File: src/rtl/mc_addr_pkg.sv
// address map of the tile remote port, with the two decodings of a core EVA
package mc_addr_pkg;

  localparam int eva_w = 32;
  localparam int byte_w = 2;

  // pod geometry
  localparam int x_subcord_w = 4;
  localparam int pod_x_w = 3;
  localparam int pod_y_w = 4;
  localparam int y_subcord_w = 3;

  // vcache line layout
  localparam int vcache_block_words = 8;
  localparam int word_off_w = $clog2(vcache_block_words);
  localparam int row_id_w = 1;

  // whatever is left above the line, column and row bits
  localparam int dram_index_w = eva_w - 1 - byte_w - word_off_w - x_subcord_w - row_id_w;

  // global space fields
  localparam int glob_y_w = pod_y_w + y_subcord_w;
  localparam int glob_x_w = pod_x_w + x_subcord_w;
  localparam int glob_word_w = eva_w - 2 - glob_y_w - glob_x_w - byte_w;

  // bits 31:30 of a global EVA; bit 31 alone marks dram
  localparam logic [1:0] space_global = 2'b01;

  typedef union packed {
    struct packed {
      logic                    space;
      logic [dram_index_w-1:0] index;
      logic [row_id_w-1:0]     row_id;
      logic [x_subcord_w-1:0]  x_subcord;
      logic [word_off_w-1:0]   word_off;
      logic [byte_w-1:0]       byte_off;
    } dram;
    struct packed {
      logic [1:0]             space;
      logic [glob_y_w-1:0]    y;
      logic [glob_x_w-1:0]    x;
      logic [glob_word_w-1:0] word;
      logic [byte_w-1:0]      byte_off;
    } glob;
  } eva_u;

endpackage
File: src/rtl/mc_net_pkg.sv
// mesh injection packet widths, opcodes and request FSM encoding
package mc_net_pkg;

  // destination coordinates, pod part on top of the subcord
  localparam int x_cord_w = mc_addr_pkg::pod_x_w + mc_addr_pkg::x_subcord_w;
  localparam int y_cord_w = mc_addr_pkg::pod_y_w + mc_addr_pkg::y_subcord_w;

  // word address at the destination
  localparam int epa_w = 28;

  localparam int data_w = 32;
  localparam int mask_w = data_w / 8;

  localparam int op_w = 2;
  localparam logic [op_w-1:0] op_load = 2'd0;
  localparam logic [op_w-1:0] op_store = 2'd1;

  // request slave states
  localparam int st_w = 2;
  localparam logic [st_w-1:0] st_idle = 2'd0;
  localparam logic [st_w-1:0] st_send = 2'd1;
  localparam logic [st_w-1:0] st_resp = 2'd2;

endpackage

File: src/rtl/mc_remote_xlate_top.sv
// remote address translator of one tile, from core wishbone to mesh injection
`timescale 1ns/1ns

module mc_remote_xlate_top (
  input  logic                              clk_i,
  input  logic                              rst_n_i,
  input  logic [mc_addr_pkg::pod_x_w-1:0]   pod_x_i,
  input  logic [mc_addr_pkg::pod_y_w-1:0]   pod_y_i,

  input  logic                              wb_cyc_i,
  input  logic                              wb_stb_i,
  input  logic                              wb_we_i,
  input  logic [mc_addr_pkg::eva_w-1:0]     wb_adr_i,
  input  logic [mc_net_pkg::data_w-1:0]     wb_dat_i,
  input  logic [mc_net_pkg::mask_w-1:0]     wb_sel_i,
  output logic                              wb_ack_o,
  output logic                              wb_err_o,

  output logic                              net_v_o,
  input  logic                              net_ready_i,
  output logic [mc_net_pkg::x_cord_w-1:0]   net_x_o,
  output logic [mc_net_pkg::y_cord_w-1:0]   net_y_o,
  output logic [mc_net_pkg::epa_w-1:0]      net_epa_o,
  output logic [mc_net_pkg::op_w-1:0]       net_op_o,
  output logic [mc_net_pkg::data_w-1:0]     net_data_o,
  output logic [mc_net_pkg::mask_w-1:0]     net_mask_o
);

  mc_addr_pkg::eva_u                 eva;
  logic                              is_remote;
  logic [mc_net_pkg::x_cord_w-1:0]   x_cord;
  logic [mc_net_pkg::y_cord_w-1:0]   y_cord;
  logic [mc_net_pkg::epa_w-1:0]      epa;

  wb_remote_req u_req (
    .clk_i       (clk_i),
    .rst_n_i     (rst_n_i),
    .wb_cyc_i    (wb_cyc_i),
    .wb_stb_i    (wb_stb_i),
    .wb_we_i     (wb_we_i),
    .wb_adr_i    (wb_adr_i),
    .wb_dat_i    (wb_dat_i),
    .wb_sel_i    (wb_sel_i),
    .wb_ack_o    (wb_ack_o),
    .wb_err_o    (wb_err_o),
    .eva_o       (eva),
    .is_remote_i (is_remote),
    .x_cord_i    (x_cord),
    .y_cord_i    (y_cord),
    .epa_i       (epa),
    .net_v_o     (net_v_o),
    .net_ready_i (net_ready_i),
    .net_x_o     (net_x_o),
    .net_y_o     (net_y_o),
    .net_epa_o   (net_epa_o),
    .net_op_o    (net_op_o),
    .net_data_o  (net_data_o),
    .net_mask_o  (net_mask_o)
  );

  // zero-latency translation of the held address
  eva_to_npa u_xlate (
    .eva_i       (eva),
    .pod_x_i     (pod_x_i),
    .pod_y_i     (pod_y_i),
    .is_remote_o (is_remote),
    .x_cord_o    (x_cord),
    .y_cord_o    (y_cord),
    .epa_o       (epa)
  );

endmodule

File: src/rtl/wb_remote_req.sv
// wishbone classic slave that turns one core access into one injected packet
`timescale 1ns/1ns

module wb_remote_req (
  input  logic                              clk_i,
  input  logic                              rst_n_i,

  input  logic                              wb_cyc_i,
  input  logic                              wb_stb_i,
  input  logic                              wb_we_i,
  input  logic [mc_addr_pkg::eva_w-1:0]     wb_adr_i,
  input  logic [mc_net_pkg::data_w-1:0]     wb_dat_i,
  input  logic [mc_net_pkg::mask_w-1:0]     wb_sel_i,
  output logic                              wb_ack_o,
  output logic                              wb_err_o,

  output mc_addr_pkg::eva_u                 eva_o,
  input  logic                              is_remote_i,
  input  logic [mc_net_pkg::x_cord_w-1:0]   x_cord_i,
  input  logic [mc_net_pkg::y_cord_w-1:0]   y_cord_i,
  input  logic [mc_net_pkg::epa_w-1:0]      epa_i,

  output logic                              net_v_o,
  input  logic                              net_ready_i,
  output logic [mc_net_pkg::x_cord_w-1:0]   net_x_o,
  output logic [mc_net_pkg::y_cord_w-1:0]   net_y_o,
  output logic [mc_net_pkg::epa_w-1:0]      net_epa_o,
  output logic [mc_net_pkg::op_w-1:0]       net_op_o,
  output logic [mc_net_pkg::data_w-1:0]     net_data_o,
  output logic [mc_net_pkg::mask_w-1:0]     net_mask_o
);
  import mc_net_pkg::*;

  logic [st_w-1:0] state_q;
  logic            req;
  logic            accept;

  // master holds the address for the whole request
  assign eva_o = wb_adr_i;

  assign req    = wb_cyc_i & wb_stb_i;
  assign accept = (state_q == st_idle) & req;

  always_ff @(posedge clk_i) begin
    if (!rst_n_i) begin
      state_q  <= st_idle;
      net_v_o  <= 1'b0;
      wb_ack_o <= 1'b0;
      wb_err_o <= 1'b0;
    end else begin
      case (state_q)
        st_idle: begin
          if (accept) begin
            if (is_remote_i) begin
              net_v_o <= 1'b1;
              state_q <= st_send;
            end else begin
              state_q <= st_resp;
            end
          end
        end
        st_send: begin
          // ack goes out the cycle after the handshake
          if (net_ready_i) begin
            net_v_o  <= 1'b0;
            wb_ack_o <= 1'b1;
            state_q  <= st_resp;
          end
        end
        st_resp: begin
          // a local access arrives here with nothing pulsed yet
          if (wb_ack_o | wb_err_o) begin
            wb_ack_o <= 1'b0;
            wb_err_o <= 1'b0;
            state_q  <= st_idle;
          end else begin
            wb_err_o <= 1'b1;
          end
        end
        default: begin
          state_q <= st_idle;
        end
      endcase
    end
  end

  // packet fields loaded once per remote request, held until the transfer
  always_ff @(posedge clk_i) begin
    if (accept && is_remote_i) begin
      net_x_o    <= x_cord_i;
      net_y_o    <= y_cord_i;
      net_epa_o  <= epa_i;
      net_op_o   <= wb_we_i ? op_store : op_load;
      net_data_o <= wb_dat_i;
      net_mask_o <= wb_sel_i;
    end
  end

endmodule

File: src/rtl/eva_to_npa.sv
// classifies a core EVA and picks the network address for dram or global space
`timescale 1ns/1ns

module eva_to_npa (
  input  mc_addr_pkg::eva_u                eva_i,
  input  logic [mc_addr_pkg::pod_x_w-1:0]  pod_x_i,
  input  logic [mc_addr_pkg::pod_y_w-1:0]  pod_y_i,
  output logic                             is_remote_o,
  output logic [mc_net_pkg::x_cord_w-1:0]  x_cord_o,
  output logic [mc_net_pkg::y_cord_w-1:0]  y_cord_o,
  output logic [mc_net_pkg::epa_w-1:0]     epa_o
);
  import mc_addr_pkg::*;
  import mc_net_pkg::*;

  logic                is_dram;
  logic                is_global;
  logic [x_cord_w-1:0] dram_x;
  logic [y_cord_w-1:0] dram_y;
  logic [epa_w-1:0]    dram_epa;
  logic [epa_w-1:0]    glob_epa;

  dram_hash_function u_hash (
    .eva_i    (eva_i),
    .pod_x_i  (pod_x_i),
    .pod_y_i  (pod_y_i),
    .x_cord_o (dram_x),
    .y_cord_o (dram_y),
    .epa_o    (dram_epa)
  );

  assign is_dram   = eva_i.dram.space;
  assign is_global = (eva_i.glob.space == space_global);

  // local space never leaves the tile
  assign is_remote_o = is_dram | is_global;

  assign glob_epa = {{(epa_w - glob_word_w){1'b0}}, eva_i.glob.word};

  always_comb begin
    if (is_dram) begin
      x_cord_o = dram_x;
      y_cord_o = dram_y;
      epa_o    = dram_epa;
    end else begin
      // tile named directly by the address
      x_cord_o = eva_i.glob.x;
      y_cord_o = eva_i.glob.y;
      epa_o    = glob_epa;
    end
  end

endmodule

File: src/rtl/dram_hash_function.sv
// ipoly hash of a dram EVA onto the north or south vcache row of the pod
`timescale 1ns/1ns

module dram_hash_function (
  input  mc_addr_pkg::eva_u                    eva_i,
  input  logic [mc_addr_pkg::pod_x_w-1:0]      pod_x_i,
  input  logic [mc_addr_pkg::pod_y_w-1:0]      pod_y_i,
  output logic [mc_net_pkg::x_cord_w-1:0]      x_cord_o,
  output logic [mc_net_pkg::y_cord_w-1:0]      y_cord_o,
  output logic [mc_net_pkg::epa_w-1:0]         epa_o
);
  import mc_addr_pkg::*;
  import mc_net_pkg::*;

  logic [dram_index_w-1:0] idx;
  logic [x_subcord_w-1:0]  x_sub;
  logic [x_subcord_w-1:0]  x_hash;
  logic                    is_south;
  logic [pod_y_w-1:0]      dram_pod_y;
  logic [y_subcord_w-1:0]  dram_y_sub;

  assign idx   = eva_i.dram.index;
  assign x_sub = eva_i.dram.x_subcord;

  // each output column bit folds in a fixed set of index bits
  if (x_subcord_w == 4) begin : g_hash4
    assign x_hash[0] = x_sub[0] ^ idx[0] ^ idx[3] ^ idx[5] ^ idx[6] ^ idx[9]
                     ^ idx[10] ^ idx[11] ^ idx[12] ^ idx[13];
    assign x_hash[1] = x_sub[1] ^ idx[1] ^ idx[4] ^ idx[6] ^ idx[7] ^ idx[10]
                     ^ idx[11] ^ idx[12] ^ idx[13] ^ idx[14];
    assign x_hash[2] = x_sub[2] ^ idx[0] ^ idx[2] ^ idx[3] ^ idx[6] ^ idx[7]
                     ^ idx[8] ^ idx[9] ^ idx[10] ^ idx[14];
    assign x_hash[3] = x_sub[3] ^ idx[1] ^ idx[3] ^ idx[4] ^ idx[7] ^ idx[8]
                     ^ idx[9] ^ idx[10] ^ idx[11];
    assign is_south  = eva_i.dram.row_id[0] ^ idx[2] ^ idx[4] ^ idx[5] ^ idx[8]
                     ^ idx[9] ^ idx[10] ^ idx[11] ^ idx[12];
  end else if (x_subcord_w == 5) begin : g_hash5
    assign x_hash[0] = x_sub[0] ^ idx[0] ^ idx[5] ^ idx[6] ^ idx[10] ^ idx[12]
                     ^ idx[15] ^ idx[16] ^ idx[17] ^ idx[18];
    assign x_hash[1] = x_sub[1] ^ idx[0] ^ idx[1] ^ idx[5] ^ idx[7] ^ idx[10]
                     ^ idx[11] ^ idx[12] ^ idx[13] ^ idx[15];
    assign x_hash[2] = x_sub[2] ^ idx[1] ^ idx[2] ^ idx[6] ^ idx[8] ^ idx[11]
                     ^ idx[12] ^ idx[13] ^ idx[14] ^ idx[16];
    assign x_hash[3] = x_sub[3] ^ idx[2] ^ idx[3] ^ idx[7] ^ idx[9] ^ idx[12]
                     ^ idx[13] ^ idx[14] ^ idx[15] ^ idx[17];
    assign x_hash[4] = x_sub[4] ^ idx[3] ^ idx[4] ^ idx[8] ^ idx[10] ^ idx[13]
                     ^ idx[14] ^ idx[15] ^ idx[16] ^ idx[18];
    assign is_south  = eva_i.dram.row_id[0] ^ idx[4] ^ idx[5] ^ idx[9] ^ idx[11]
                     ^ idx[14] ^ idx[15] ^ idx[16] ^ idx[17];
  end else begin : g_hash_bad
    $error("ipoly hash supports only 4 or 5 vcache columns");
  end

  // vcache rows sit in the pods just above and below this one
  assign dram_pod_y = is_south ? pod_y_w'(pod_y_i + 1'b1) : pod_y_w'(pod_y_i - 1'b1);

  // north row is the bottom subrow of its pod, south row the top one
  assign dram_y_sub = {y_subcord_w{~is_south}};

  assign x_cord_o = {pod_x_i, x_hash};
  assign y_cord_o = {dram_pod_y, dram_y_sub};
  assign epa_o    = {{(epa_w - dram_index_w - word_off_w){1'b0}}, idx, eva_i.dram.word_off};

endmodule

File: config.mk
export PLATFORM = sky130hd
export DESIGN_NAME = mc_remote_xlate_top
export DESIGN_NICKNAME = d
export VERILOG_FILES = /design/src/rtl/mc_addr_pkg.sv /design/src/rtl/mc_net_pkg.sv /design/src/rtl/mc_remote_xlate_top.sv /design/src/rtl/wb_remote_req.sv /design/src/rtl/eva_to_npa.sv /design/src/rtl/dram_hash_function.sv
export SDC_FILE = /design/constraint.sdc
export NUM_CORES = 1
export LEC_CHECK = 0
export BUFFER_PORTS_ARGS = -buffer_cell sky130_fd_sc_hd__buf_2
export CORE_ASPECT_RATIO = 0.75
export CORE_MARGIN = 5
export CORE_UTILIZATION = 46
export CTS_CLUSTER_SIZE = 12
export DETAILED_ROUTE_END_ITERATION = 10
export PLACE_DENSITY = 0.88
export REMOVE_ABC_BUFFERS = 1
export SLEW_MARGIN = 20
export SYNTH_ARGS = -nofsm -noshare
export SYNTH_HDL_FRONTEND = slang
export SYNTH_SLANG_ARGS = --single-unit
File: constraint.sdc
create_clock -name clk_i -period 9 [get_ports clk_i]
set_input_delay 1.8 -clock clk_i [delete_from_list [all_inputs] [get_ports clk_i]]
set_output_delay 1.8 -clock clk_i [all_outputs]
set_load 0.02 [all_outputs]
# Yosys cells after proc, flatten, opt, wreduce, memory -nomap -nowiden
# Cells that the tools add are included.
[word_totals]
regBits = 85
latchBits = 0
ramBits = 0
romBits = 0
input_bits = 81
output_inout_bits = 83
elab_cells = 93
memories = 0
[classes]
n_addsub = 2
n_mul = 0
div = 0
magnitude_cmp = 0
n_eq_ne = 7
shifts = 0
n_mux = 18
n_bitwise = 48
reduce_logical = 7
[ops]
columns = ["op", "count"]
rows = [
  ["XOR 1 bit", 43],
  ["two-way mux 14 bit", 1],
  ["two-way mux 7 bit", 2],
  ["two-way mux 2 bit", 4],
  ["two-way mux 1 bit", 7],
  ["!= test 2 x 1 -> 1 bit (second input constant)", 3],
  ["one-hot mux 2 bit (3 select lines)", 1],
  ["AND reduction 3 bit", 2],
  ["adder 4 x 1 -> 4 bit (second input constant)", 1],
  ["== test 2 x 1 -> 1 bit (second input constant)", 2],
  ["two-way mux 4 bit", 1],
  ["one-hot mux 1 bit (2 select lines)", 2],
  ["AND reduction 4 bit", 1],
  ["nonzero test 2 bit", 2],
  ["subtractor 4 x 1 -> 4 bit (second input constant)", 1],
  ["bitwise AND 1 bit", 2],
  ["== test 2 bit (second input constant)", 1],
  ["zero test 2 bit", 1],
  ["!= test 2 bit (second input constant)", 1],
  ["bitwise OR 1 bit", 2],
  ["logical AND 1 bit", 1],
  ["NOT 1 bit", 1],
]

# Depth between registers and ports, before layout
# Gate-level depths: netlist of the first run.
[depth]
depth_word = 10
mapped_depth = 11
depth_no_buf = 10

# Hierarchy
# Synthesis of the first run repeated with hierarchy kept, for this count alone.
[unflattened]
cells_unflattened = 260
area_unflattened_um2 = 4040.1
[modules_own_cells]
columns = ["mod", "instances", "cells_each", "area_per_inst_um2"]
rows = [
  ["wb_remote_req", 1, 138, 2841.5],
  ["dram_hash_function", 1, 74, 628.1],
  ["eva_to_npa", 1, 48, 570.5],
]

# Least setup slack after synthesis of the first run
# No wires, ideal clock.
[synth_timing]
path_kind = "input port to flip-flop"
start = "input wb_adr_i[31] (netlist name)"
end = "register u_req.net_data_o[0] (netlist name), enable pin"
setup_ns = 0.601
t_arrival_ns = 7.022
required_time_ns = 8.399
setup_slack_ns = 1.378
path_stages = 2
path_buffers = 0
path_cell_list = "o211ai_1 -> nor3_1"
[synth_between]
elab_chain_len = 3
[synth_rtl]
columns = ["element", "line_no", "text"]
rows = [
  ["start: declaration", "mc_remote_xlate_top.sv:13", "input logic [mc_addr_pkg::eva_w-1:0] wb_adr_i,"],
  ["== test 2 x 1 -> 1 bit", "eva_to_npa.sv:33", "assign is_global = (eva_i.glob.space == space_global);"],
  ["bitwise OR 1 bit (*)", "eva_to_npa.sv:36", "assign is_remote_o = is_dram | is_global;"],
  ["logical AND 1 bit (*)", "wb_remote_req.sv:89", "if (accept && is_remote_i) begin"],
  ["end signal: assignment", "wb_remote_req.sv:94", "net_data_o <= wb_dat_i;"],
  ["end: declaration", "wb_remote_req.sv:29", "output logic [mc_net_pkg::data_w-1:0] net_data_o,"],
]
# Every way passes the cells marked *; elsewhere a longest branch is shown, timed or not.
# A chain may end at the register's enable or synchronous reset.

# Worst setup path after layout of the first run
[layout_timing]
start = "input wb_adr_i[20] (netlist name)"
end = "register u_req.net_y_o[5] (netlist name), data pin"
[layout_between]
elab_chain_len = 5
[layout_rtl]
columns = ["element", "line_no", "text"]
rows = [
  ["XOR 1 bit (3 in series)", "dram_hash_function.sv:36", "^ idx[9] ^ idx[10] ^ idx[11] ^ idx[12];"],
  ["two-way mux 4 bit", "dram_hash_function.sv:55", "assign dram_pod_y = is_south ? pod_y_w'(pod_y_i + 1'b1) : pod_y_w'(pod_y_i - 1'b1);"],
  ["two-way mux 7 bit", "eva_to_npa.sv:41", "if (is_dram) begin"],
  ["net u_req.y_cord_i, one bit", "wb_remote_req.sv:20", "input logic [mc_net_pkg::y_cord_w-1:0] y_cord_i,"],
  ["end signal: assignment", "wb_remote_req.sv:91", "net_y_o <= y_cord_i;"],
  ["end: declaration", "wb_remote_req.sv:26", "output logic [mc_net_pkg::y_cord_w-1:0] net_y_o,"],
]
# The timed path passes the listed nets, and every way through them passes these cells.

==> results of run 1 <==
-- flip-flops by register name (all words and copies together) (netlist names) --
| name | flops |
|---|---|
| u_req.net_data_o | 32 |
| u_req.net_x_o | 7 |
| u_req.wb_ack_o | 1 |
| u_req.wb_err_o | 1 |
| u_req.net_v_o | 1 |
| u_req.state_q | 2 |
| u_req.net_epa_o | 24 |
| u_req.net_y_o | 7 |
| u_req.net_op_o | 1 |
| u_req.net_mask_o | 4 |
-- power by group through the flow --
stage | Sequential, W | Clock, W | Combinational (W)
2_1_floorplan | 0.000470 | 0 | 0.0000788
3_3_place_gp | 0.000444 | 0 | 0.000152
5_1_grt | 0.000438 | 0.000269 | 0.000170
3_5_place_dp | 0.000445 | 0 | 0.000157
4_1_cts | 0.000437 | 0.000249 | 0.000158
6_report | 0.000436 | 0.000241 | 0.000156
-- kinds of logic after synthesis --
family / after synthesis / synth area share
DFF: 80 / 0.698
and+or+nand+nor: 55 / 0.0858
xor gates and xnor gates: 31 / 0.0987
AOI/OAI and AO/OA: 19 / 0.0390
muxes: 15 / 0.0501
buffers and inverters: 14 / 0.0238
adders and majority gates: 1 / 0.00371
other: 1 / 0.00111
-- cell type report --
class / instances / area [µm²] / share of cell area
clock buffer: 9 / 124 / 0.0280
inverter: 2 / 7.51 / 0.00170
multi-input combinational: 126 / 958 / 0.217
timing repair buffer: 159 / 803 / 0.182
tap: 101 / 126 / 0.0286
clock inverter: 7 / 52.6 / 0.0119
sequential: 80 / 2350 / 0.532
-- cells in the final DEF, fill, tap and decap left out, drive strengths merged --
master,instances
o22ai,1
nand2b,1
o21ai,4
conb,5
buf,159
xor2,7
o21a,5
nor3,4
dfxtp,5
a221oi,1
o211ai,1
or3,2
or4,1
nand2,11
and2,11
and3,1
a21boi,1
nand4,2
mux2,15
nor2,11
nand3b,2
clkbuf,9
nand3,1
xnor2,21
a21oi,4
clkinvlp,2
nor3b,1
nor4,1
edfxtp,75
inv,5
nor2b,6
clkinv,2
ha,1
xnor3,3
o221ai,1
o2111ai,1
-- per-stage QoR --
| step | setup WS [ns] | cell area (µm²) | total power, W | hold WS, ns |
|---|---|---|---|---|
| floorplan | 1.38 | 3310 | 0.000549 | 0.492 |
| global placement | 4.77 | 4250 | 0.000596 | 0.475 |
| detailed placement | 4.60 | 4250 | 0.000603 | 0.484 |
| CTS | 4.97 | 4420 | 0.000844 | 0.497 |
| global route | 4.78 | 4420 | 0.000878 | 0.551 |
| finish | 4.91 | 4420 | 0.000833 | 0.491 |
-- metal layers --
metal,share of wire,track usage
met4,0.014,0.0413
met2,0.51,0.308
met5,0,0
met3,0.12,0.0815
met1,0.37,0.175
-- worst min path at each step --
stage,slack (ns),depth (start not counted),end
2_1_floorplan,0.49,1,u_req.state_q[0]
3_3_place_gp,0.48,2,u_req.wb_ack_o
3_5_place_dp,0.48,2,u_req.wb_ack_o
4_1_cts,0.50,2,u_req.wb_ack_o
5_1_grt,0.55,2,u_req.wb_ack_o
6_report,0.49,2,u_req.wb_ack_o
-- worst max-delay path: stages --
cell and delay (ns):
buf_2 0.12, xor2_1 0.26, xnor3_2 0.63, xnor2_4 0.20, xnor2_1 0.13, ha_1 0.20
nor2b_1 0.16, o21a_1 0.18, a221oi_1 0.32, o22ai_1 0.16
==> summary.md, run 1 <==
| Metric | Value |
|---|---|
| Crit. End Element | `flip-flop` |
| Filler cell count | `approximately 580` |
| Sw Ratio | `0.278` |
| Antenna Nets Post-Route | `0` |
| DRT Wirelength | `between 7 and 8 mm` |
| CP Launch Type | `primary input` |
| Via Count | `roughly 2300` |
| Synth Area per Inst | `about 16 µm²` |
| Drt drc | `0` |
| H-Tree Depth | `3` |
| Reg2reg end | `u_req.net_data_o[0]` |
| Pleak | `roughly 1.8 nW` |
| Minimum clock period | `a little over 4 ns` |
| Least-Margin Pin Slew | `~0.76 ns` |
| RSZ-0062 raised after global routing | `false` |
| Cts-stage hold buffer count | `0` |
| Core footprint | `around 7200 µm²` |
| First-pass GRT wire length | `between 10 and 15 mm` |
| Post-synth ARST share | `0` |
| GPL Wtd Cong | `approximately 0.73` |
| Flops & latches, synth | `80` |
| Headroom to the max-slew limit | `0.496` |
| CTS buffer count | `9` |
| Fmax achieved | `around 240 MHz` |
| Warning count from the yosys run | `0` |
| Antenna violations before repair | `0` |
| Non-filler cells, final | `around 480` |
| Drt initial violations | `71` |
| Count of input and output buffers | `~160` |
| Synth top area share | `0.668` |
| Reg2reg setup slack | `7.53 ns` |
| Area leader, netlist | `edfxtp_1` |
| Internal cell power | `0.000602 W` |
| Die Y | `84.1 µm` |
| Most frequent cells after synthesis | `edfxtp_1, xnor2_1, mux2_2` |
| CP max FO | `12` |
| Largest net degree at the start of global routing | `between 40 and 50` |
| Crit path to | `u_req.net_y_o[5]` |
| Grt ovf | `0` |
| CTS tree | `built` |
| Worst setup path start | `wb_adr_i[20]` |
| Area of the die | `9160 µm²` |
| Number of synthesized flops with an enable pin | `75` |
| Clk pwr share | `0.289` |
| Fin Setup TNS | `0 ns` |
| Seq pwr share | `0.524` |
| Critical path arrival | `about 4.2 ns` |
| Worst r2r path cells | `2` |
| P&R area growth vs syn | `31.3%` |
| Hold Startpoint | `u_req.wb_ack_o` |
| NumNets Final | `460` |
| Post CTS Setup Buffer Count | `0` |
| Peak supply drop | `approximately 0.09 mV` |
| Most common cell in the netlist | `edfxtp_1` |
| Avg Vias per Cell | `4.81` |
| Vias in the first global route | `around 2400` |
| Clk Tree Root Cell | `clkbuf_8` |
| Final period util | `0.454` |
| Top post-synthesis cells by area | `edfxtp_1, xnor2_1, mux2_2` |
| WL per Instance | `between 15 and 20 µm` |
| Number of diodes | `0` |
| P per Cell Area | `around 190 nW/µm²` |
| Ports | `164` |
| Count of final hold-check violations | `0` |
| Placed insts | `468` |
| Req. time, crit path | `9.08 ns` |
| Count of final max-slew check failures | `0` |
| Hold WC Path Type | `flip-flop to flip-flop` |
| Resized cells post-CTS | `0` |
| Crit Reg-Reg Startpoint | `u_req.state_q[0]` |
| Final Skew | `0.00800 ns` |
| Clk Latency, worst-skew pair | `0.35 ns` |
| DR pass1 iterations | `4` |
| Combinational Power Share | `0.187` |
| Critical path class | `primary input to flip-flop` |
| Clk slew on worst S/H paths | `~0.080 ns` |
| Clock tree buffer depth | `2` |
| Starting Density | `0.466` |
| Top_reg_cell synth | `edfxtp_1` |
| Gate count of the mapped netlist | `216` |
| Net switching power | `~0.00023 W` |
| Seq/Total Area, Yosys | `0.698` |
| DP Wirelength | `between 5 and 6 mm` |
| Yosys cell types | `40` |
| MaxCap Viol Count | `0` |
| Die width | `~110 µm` |
| GR Util All Layers | `0.170` |
| Core Rows | `27` |
| Status | `completed` |
| Ratio of cells with drive above 1 in the final layout | `0.507` |
| Sinks on Clock Net | `80` |
| Post-synthesis cell area | `between 3000 and 4000 µm²` |
| Setup Viol. Count Final | `0` |
| Post-layout util | `0.612` |
Power figures use the tool's default switching activity.
==> run 2, diff against run 1 <==
--- a/config.mk
+++ b/config.mk
@@ -8,10 +8,10 @@
 export BUFFER_PORTS_ARGS = -buffer_cell sky130_fd_sc_hd__buf_2
 export CORE_ASPECT_RATIO = 0.75
 export CORE_MARGIN = 5
-export CORE_UTILIZATION = 46
+export CORE_UTILIZATION = 41
 export CTS_CLUSTER_SIZE = 12
 export DETAILED_ROUTE_END_ITERATION = 10
-export PLACE_DENSITY = 0.88
+export PLACE_DENSITY = 0.83
 export REMOVE_ABC_BUFFERS = 1
 export SLEW_MARGIN = 20
 export SYNTH_ARGS = -nofsm -noshare
==> constraint.sdc (replaced) <==
create_clock -name clk_i -period 3.75 [get_ports clk_i]
set_input_delay 0.75 -clock clk_i [delete_from_list [all_inputs] [get_ports clk_i]]
set_output_delay 0.75 -clock clk_i [all_outputs]
set_load 0.02 [all_outputs]
==> run 2 against run 1 <==
Net effect:
- combinational power grew 140%
- flip-flop and latch count is the same
- first-iteration DRC count up 5.6%
- sequential power increased by 140%
- via count fell by 0.90%
- register-to-register slack lost 5.3 ns
- worst setup slack worse by 4.1 ns
- final area rose by 1.2%
- critical endpoint unchanged
- highest routed layer unchanged
==> summary.md, run 2 (synthesized netlist as in run 1, its figures left out) <==
| Metric | Value |
|---|---|
| Peak supply drop | `~0.22 mV` |
| Sinks on Clock Net | `80` |
| P&R area growth vs syn | `32.9%` |
| Clk Tree Root Cell | `clkbuf_8` |
| Total power | `about 0.0021 W` |
| Post CTS Setup Buffer Count | `0` |
| Worst setup margin | `approximately 0.8 ns` |
| First-pass GRT wire length | `between 10 and 15 mm` |
| Combinational Power Share | `0.178` |
| Post-layout util | `0.563` |
| Least-Margin Pin Slew | `approximately 0.54 ns` |
| Grt ovf | `0` |
| Internal cell power | `0.00158 W` |
| Crit. End Element | `flip-flop` |
| Drt drc | `0` |
| Number of diodes | `0` |
| Clk slew on worst S/H paths | `about 0.08 ns` |
| Top reg by flops | `u_req.net_data_o` |
| Fmax achieved | `339 MHz` |
| WL per Instance | `16.1 µm` |
| Worst r2r path cells | `2` |
| Delay-heaviest family, CP | `XOR/XNOR gates` |
| Pleak | `around 1.9 nW` |
| Clk pwr share | `0.326` |
| P per Cell Area | `around 470 nW/µm²` |
| Resized cells post-CTS | `0` |
| Place WS | `0.495 ns` |
| Drt initial violations | `75` |
| Count of input and output buffers | `roughly 160` |
| Worst path max stage delay | `a little over 0.6 ns` |
| Most common cell on crit path | `nor2b_1` |
| Antenna violations before repair | `0` |
| DP Wirelength | `~6.1 mm` |
| Largest net degree at the start of global routing | `45` |
| Fin Setup TNS | `0 ns` |
| Seq pwr share | `0.496` |
| Placed insts | `473` |
| Die Y | `88.5 µm` |
| DRT Wirelength | `around 7.9 mm` |
| Req. time, crit path | `about 3.8 ns` |
| Setup Viol. Count Final | `0` |
| Minimum clock period | `between 2 and 3 ns` |
| Count of final max-slew check failures | `0` |
| MaxCap Viol Count | `0` |
| Regs by FF count | `u_req.net_data_o x32, u_req.net_epa_o x24` |
| Hold WC Path Type | `flip-flop to flip-flop` |
| Headroom to the max-slew limit | `0.638` |
| Ports | `around 160` |
| Status | `completed` |
| CTS buffer count | `9` |
| Most common cell after layout, fill and taps aside | `buf_2` |
| Cts-stage hold buffer count | `0` |
| Non-filler cells, final | `slightly below 500` |
| GPL Wtd Cong | `0.789` |
| Antenna Nets Post-Route | `0` |
| Die width | `115 µm` |
| CTS tree | `built` |
| Critical path arrival | `3.03 ns` |
| DR pass1 iterations | `4` |
| Final Skew | `0.00686 ns` |
| Core Rows | `28` |
| Max reg flops | `32` |
| Clock tree buffer depth | `2` |
| Sw Ratio | `0.255` |
| Starting Density | `0.424` |
| NumNets Final | `about 460` |
| Crit path buf inv count | `1` |
| RSZ-0062 raised after global routing | `false` |
| GR Util All Layers | `0.152` |
| Count of final hold-check violations | `0` |
| H-Tree Depth | `3` |
| Core footprint | `7950 µm²` |
| Slowest CP cell | `xnor3_2` |
| Vias in the first global route | `between 2000 and 2500` |
| CP Launch Type | `primary input` |
| Critical Path Stages | `11` |
| Area of the die | `between 10000 and 15000 µm²` |
| Avg Vias per Cell | `~4.7` |
| Net switching power | `between 0.0005 and 0.0006 W` |
| Critical path class | `primary input to flip-flop` |
| Worst Hold Path Cells | `2` |
| Clk Latency, worst-skew pair | `about 0.34 ns` |
| CP cell instances | `buf_2 -> xor2_1 -> xnor3_2 -> xnor2_4 -> xnor2_1 -> ha_1 -> nor2b_1 -> nor2b_1 -> o21ai_0 -> o2111ai_1 -> o22ai_1` |
| Via Count | `approximately 2300` |
| Most frequent cells in the layout | `buf_2, edfxtp_1, xnor2_1` |
| Ratio of cells with drive above 1 in the final layout | `0.509` |
| CP max FO | `12` |
| Final period util | `0.787` |
## run 2: worst min-delay path: cells and delay by family, from the launching register on
kind | cells | cell delay, ns
flip-flops | 1 | 0.33
AND/OR/NAND/NOR | 1 | 0.05
AO/OA/AOI/OAI | 1 | 0.07
## run 2: power groups by stage
| stage | clock network, W | logic, W | registers, W |
|---|---|---|---|
| global placement | 0 | 0.000368 | 0.00107 |
| detailed placement | 0 | 0.000379 | 0.00107 |
| floorplan | 0 | 0.000189 | 0.00113 |
| global route | 0.000759 | 0.000410 | 0.00105 |
| CTS | 0.000715 | 0.000381 | 0.00105 |
| finish | 0.000689 | 0.000377 | 0.00105 |
## run 2: through the flow
step	area (µm²)	hold slack, ns
2_1_floorplan	3310	0.492
3_3_place_gp	4260	0.477
5_1_grt	4480	0.524
3_5_place_dp	4260	0.482
4_1_cts	4480	0.494
6_report	4480	0.495
## run 2: area by class of cell
cell class / count / area, µm²
fill: 666 / 3470
sequential: 80 / 2350
multi-input combinational: 126 / 958
timing repair buffer: 160 / 811
tap: 105 / 131
clock buffer: 9 / 124
clock inverter: 6 / 93.8
inverter: 2 / 7.51
## run 2: final timing paths
check	start	end	slack [ns]
hold / removal	u_req.wb_ack_o	u_req.wb_ack_o	0.49
setup reg to reg	u_req.state_q[0]	u_req.net_data_o[2]	2.26
hold reg to reg	u_req.wb_ack_o	u_req.wb_ack_o	0.49
setup / recovery	wb_adr_i[20]	u_req.net_y_o[5]	0.80
## run 2: layer usage
metal,GRT usage,up-vias,share of wire
li1,-,1103,-
met1,0.175,1062,0.38
met2,0.269,135,0.49
met3,0.0547,8,0.12
met4,0.0448,0,0.011
met5,0,-,0
==> run 3, diff against run 2 <==
--- a/config.mk
+++ b/config.mk
@@ -5,13 +5,14 @@
 export SDC_FILE = /design/constraint.sdc
 export NUM_CORES = 1
 export LEC_CHECK = 0
+export ABC_AREA = 1
 export BUFFER_PORTS_ARGS = -buffer_cell sky130_fd_sc_hd__buf_2
 export CORE_ASPECT_RATIO = 0.75
 export CORE_MARGIN = 5
-export CORE_UTILIZATION = 41
+export CORE_UTILIZATION = 42
 export CTS_CLUSTER_SIZE = 12
 export DETAILED_ROUTE_END_ITERATION = 10
-export PLACE_DENSITY = 0.83
+export PLACE_DENSITY = 0.84
 export REMOVE_ABC_BUFFERS = 1
 export SLEW_MARGIN = 20
 export SYNTH_ARGS = -nofsm -noshare
==> constraint.sdc (replaced) <==
create_clock -name clk_i -period 2.7 [get_ports clk_i]
set_input_delay 0.54 -clock clk_i [delete_from_list [all_inputs] [get_ports clk_i]]
set_output_delay 0.54 -clock clk_i [all_outputs]
set_load 0.02 [all_outputs]
==> run 3 against run 2 <==
Net effect:
- wire length up 12%
- first-iteration DRC count up 120%
- synthesized cell count up 40%
- clock skew about the same
- synthesized area up 4.3%
- combinational power up 130%
- register-to-register slack worse by 1.4 ns
- flip-flop and latch count unchanged
- utilization up 0.54 points
- clock power up 16%
==> summary.md, run 3 <==
| Metric | Value |
|---|---|
| Yosys cell types | `26` |
| Via Count | `approximately 2600` |
| Xor/xnor cell area share of the yosys netlist | `0.0847` |
| Most common cell in the netlist | `edfxtp_1` |
| Worst setup path start | `wb_adr_i[20]` |
| RSZ-0062 raised after global routing | `false` |
| Drt drc | `0` |
| Post-synth ARST share | `0` |
| Area leader, netlist | `edfxtp_1` |
| Post CTS Setup Buffer Count | `0` |
| Clk Tree Root Cell | `clkbuf_8` |
| Synth Area per Inst | `~12 µm²` |
| GR Util All Layers | `0.166` |
| Setup Viol. Count Final | `0` |
| Clk pwr share | `0.240` |
| Hold WC Path Type | `primary input to flip-flop` |
| Least-Margin Pin Slew | `about 0.68 ns` |
| Fin Setup TNS | `0 ns` |
| Top post-synthesis cells by area | `edfxtp_1, nand2_1, xor2_1` |
| Top reg by flops | `u_req.net_data_o` |
| Warning count from the yosys run | `0` |
| Post-synthesis mux area share | `0` |
| Final Skew | `about 0.0069 ns` |
| Antenna Nets Post-Route | `0` |
| Antenna violations before repair | `0` |
| MaxCap Viol Count | `0` |
| Clk Latency, worst-skew pair | `0.34 ns` |
| Critical path class | `primary input to flip-flop` |
| Sw Ratio | `0.331` |
| Most frequent cells in the layout | `buf_2, edfxtp_1, nand2_1` |
| Ports | `roughly 160` |
| Clock tree buffer depth | `2` |
| Largest family of logic cells by synthesized area | `simple AND/OR/NAND/NOR gates` |
| Headroom to the max-slew limit | `0.546` |
| Core Rows | `28` |
| Vias in the first global route | `around 2600` |
| Die width | `about 120 µm` |
| Pleak | `roughly 2.1 nW` |
| Most frequent cells after synthesis | `edfxtp_1, nand2_1, inv_1` |
| Clk slew on worst S/H paths | `roughly 0.090 ns` |
| Internal cell power | `0.00222 W` |
| Max reg flops | `32` |
| Met2 Usage GRT | `0.307` |
| CP max FO | `4` |
| GPL Wtd Cong | `between 0.8 and 0.9` |
| Largest net degree at the start of global routing | `49` |
| Worst r2r path cells | `8` |
| DRT Wirelength | `8.78 mm` |
| Gr busiest metal | `met2` |
| Synth top area share | `0.641` |
| Count of input and output buffers | `approximately 160` |
| Count of final hold-check violations | `0` |
| NumNets Final | `roughly 540` |
| Post-synthesis cell area | `approximately 3500 µm²` |
| Net switching power | `0.00110 W` |
| Grt ovf | `0` |
| Gate count of the mapped netlist | `between 300 and 400` |
| Req. time, crit path | `around 2.8 ns` |
| P per Cell Area | `about 730 nW/µm²` |
| Met1 Resource Use GR | `0.192` |
| Area of the die | `10300 µm²` |
| Compound-cell area share of the yosys netlist | `0.0381` |
| Combinational Power Share | `0.263` |
| Minimum clock period | `roughly 2 ns` |
| Critical path arrival | `slightly above 2 ns` |
| Number of synthesized flops with an enable pin | `between 70 and 80` |
| Post-Synth Simple-Gate Area | `0.133` |
| Worst setup margin | `0.734 ns` |
| Cts-stage hold buffer count | `0` |
| Reg2reg end | `u_req.net_data_o[27]` |
| Fmax achieved | `roughly 510 MHz` |
| DR pass1 iterations | `4` |
| Die Y | `approximately 89 µm` |
| DP Wirelength | `around 6.8 mm` |
| Crit Reg-Reg Startpoint | `u_req.state_q[0]` |
| Crit path to | `u_req.net_y_o[5]` |
| Starting Density | `0.438` |
| Crit. End Element | `flip-flop` |
| Status | `completed` |
| Reg2reg setup slack | `between 0.8 and 0.9 ns` |
| Resized cells post-CTS | `0` |
| Seq/Total Area, Yosys | `0.669` |
| Top_reg_cell synth | `edfxtp_1` |
| Ratio of cells with drive above 1 in the final layout | `0.416` |
| CTS tree | `built` |
| Drt initial violations | `between 150 and 200` |
| Avg Vias per Cell | `~4.6` |
| Final period util | `0.728` |
| Number of diodes | `0` |
| H-Tree Depth | `3` |
| CTS buffer count | `9` |
| Core footprint | `between 8000 and 9000 µm²` |
| Count of final max-slew check failures | `0` |
| Fraction of the mapped netlist area in adder cells | `0.00356` |
| Sinks on Clock Net | `80` |
| Most common cell after layout, fill and taps aside | `buf_2` |
| Peak supply drop | `approximately 0.31 mV` |
| P&R area growth vs syn | `29.8%` |
| Global routing usage on met3 | `0.0541` |
| First-pass GRT wire length | `13.0 mm` |
| Place WS | `around 0.36 ns` |
| Seq pwr share | `0.497` |
| Regs by FF count | `u_req.net_data_o x32, u_req.net_epa_o x24` |
| WL per Instance | `15.4 µm` |
| Flops & latches, synth | `80` |
| CP Launch Type | `primary input` |
==> run 3: cell families after synthesis <==
logic type / Yosys count
fa+ha+maj: 1
flops: 80
simple gates: 106
xor+xnor: 34
buf+inv: 55
compound gates: 26
other cells: 1
==> run 3: power by group through the flow <==
stage          sequential (W)  combinational, W  clock [W]
5_1_grt               0.00167          0.000943   0.000888
2_1_floorplan         0.00194          0.000292          0
3_3_place_gp          0.00167          0.000855          0
4_1_cts               0.00166          0.000882   0.000821
6_report              0.00165          0.000872   0.000797
3_5_place_dp          0.00168          0.000880          0
==> run 3: worst min path at each step <==
stage                     startpoint                end  slack (ns)  depth (start not counted)
floorplan           u_req.state_q[1]   u_req.state_q[1]        0.47                          1
finish                       wb_we_i  u_req.net_op_o[0]        0.37                          1
global placement       u_req.net_v_o      u_req.net_v_o        0.46                          2
CTS                          wb_we_i  u_req.net_op_o[0]        0.35                          1
detailed placement     u_req.net_v_o      u_req.net_v_o        0.47                          2
global route                 wb_we_i  u_req.net_op_o[0]        0.34                          1
==> run 3: metrics by stage <==
stage / util / cell area (µm²) / std cells / hold WS (ns) / power (W)
floorplan: - / 3430 / 291 / 0.474 / 0.00223
global placement: 0.546 / 4380 / 555 / 0.458 / 0.00252
detailed placement: 0.546 / 4380 / 555 / 0.467 / 0.00256
CTS: 0.568 / 4560 / 571 / 0.348 / 0.00336
global route: 0.568 / 4560 / 571 / 0.341 / 0.00350
finish: 0.568 / 4560 / 571 / 0.372 / 0.00332
==> run 3: worst max-delay path: stages <==
cell	delay, ns
buf_2	0.12
inv_1	0.12
nand2_2	0.08
nand2_2	0.09
nand2_2	0.07
nand3_2	0.08
nand2_2	0.05
nand2_2	0.07
nand3_1	0.13
nand2_2	0.12
inv_1	0.05
ha_1	0.17
inv_1	0.05
nand2_1	0.05
xor2_1	0.16
o21ai_1	0.07
==> run 3: final cells by class <==
| cell class | count | area [µm²] |
|---|---|---|
| Timing Repair Buffer | 159 | 816 |
| Sequential cell | 80 | 2350 |
| Fill cell | 701 | 3460 |
| Clock inverter | 7 | 53.8 |
| Multi-Input combinational cell | 172 | 937 |
| Inverter | 39 | 146 |
| Tap cell | 105 | 131 |
| Clock buffer | 9 | 124 |
==> run 3: per-layer routing <==
| metal | vias to the layer above | routed length, µm |
|---|---|---|
| met4 | 0 | 36 |
| met3 | 7 | 869 |
| met2 | 113 | 4390 |
| li1 | 1291 | - |
| met1 | 1208 | 3480 |
| met5 | - | 0 |
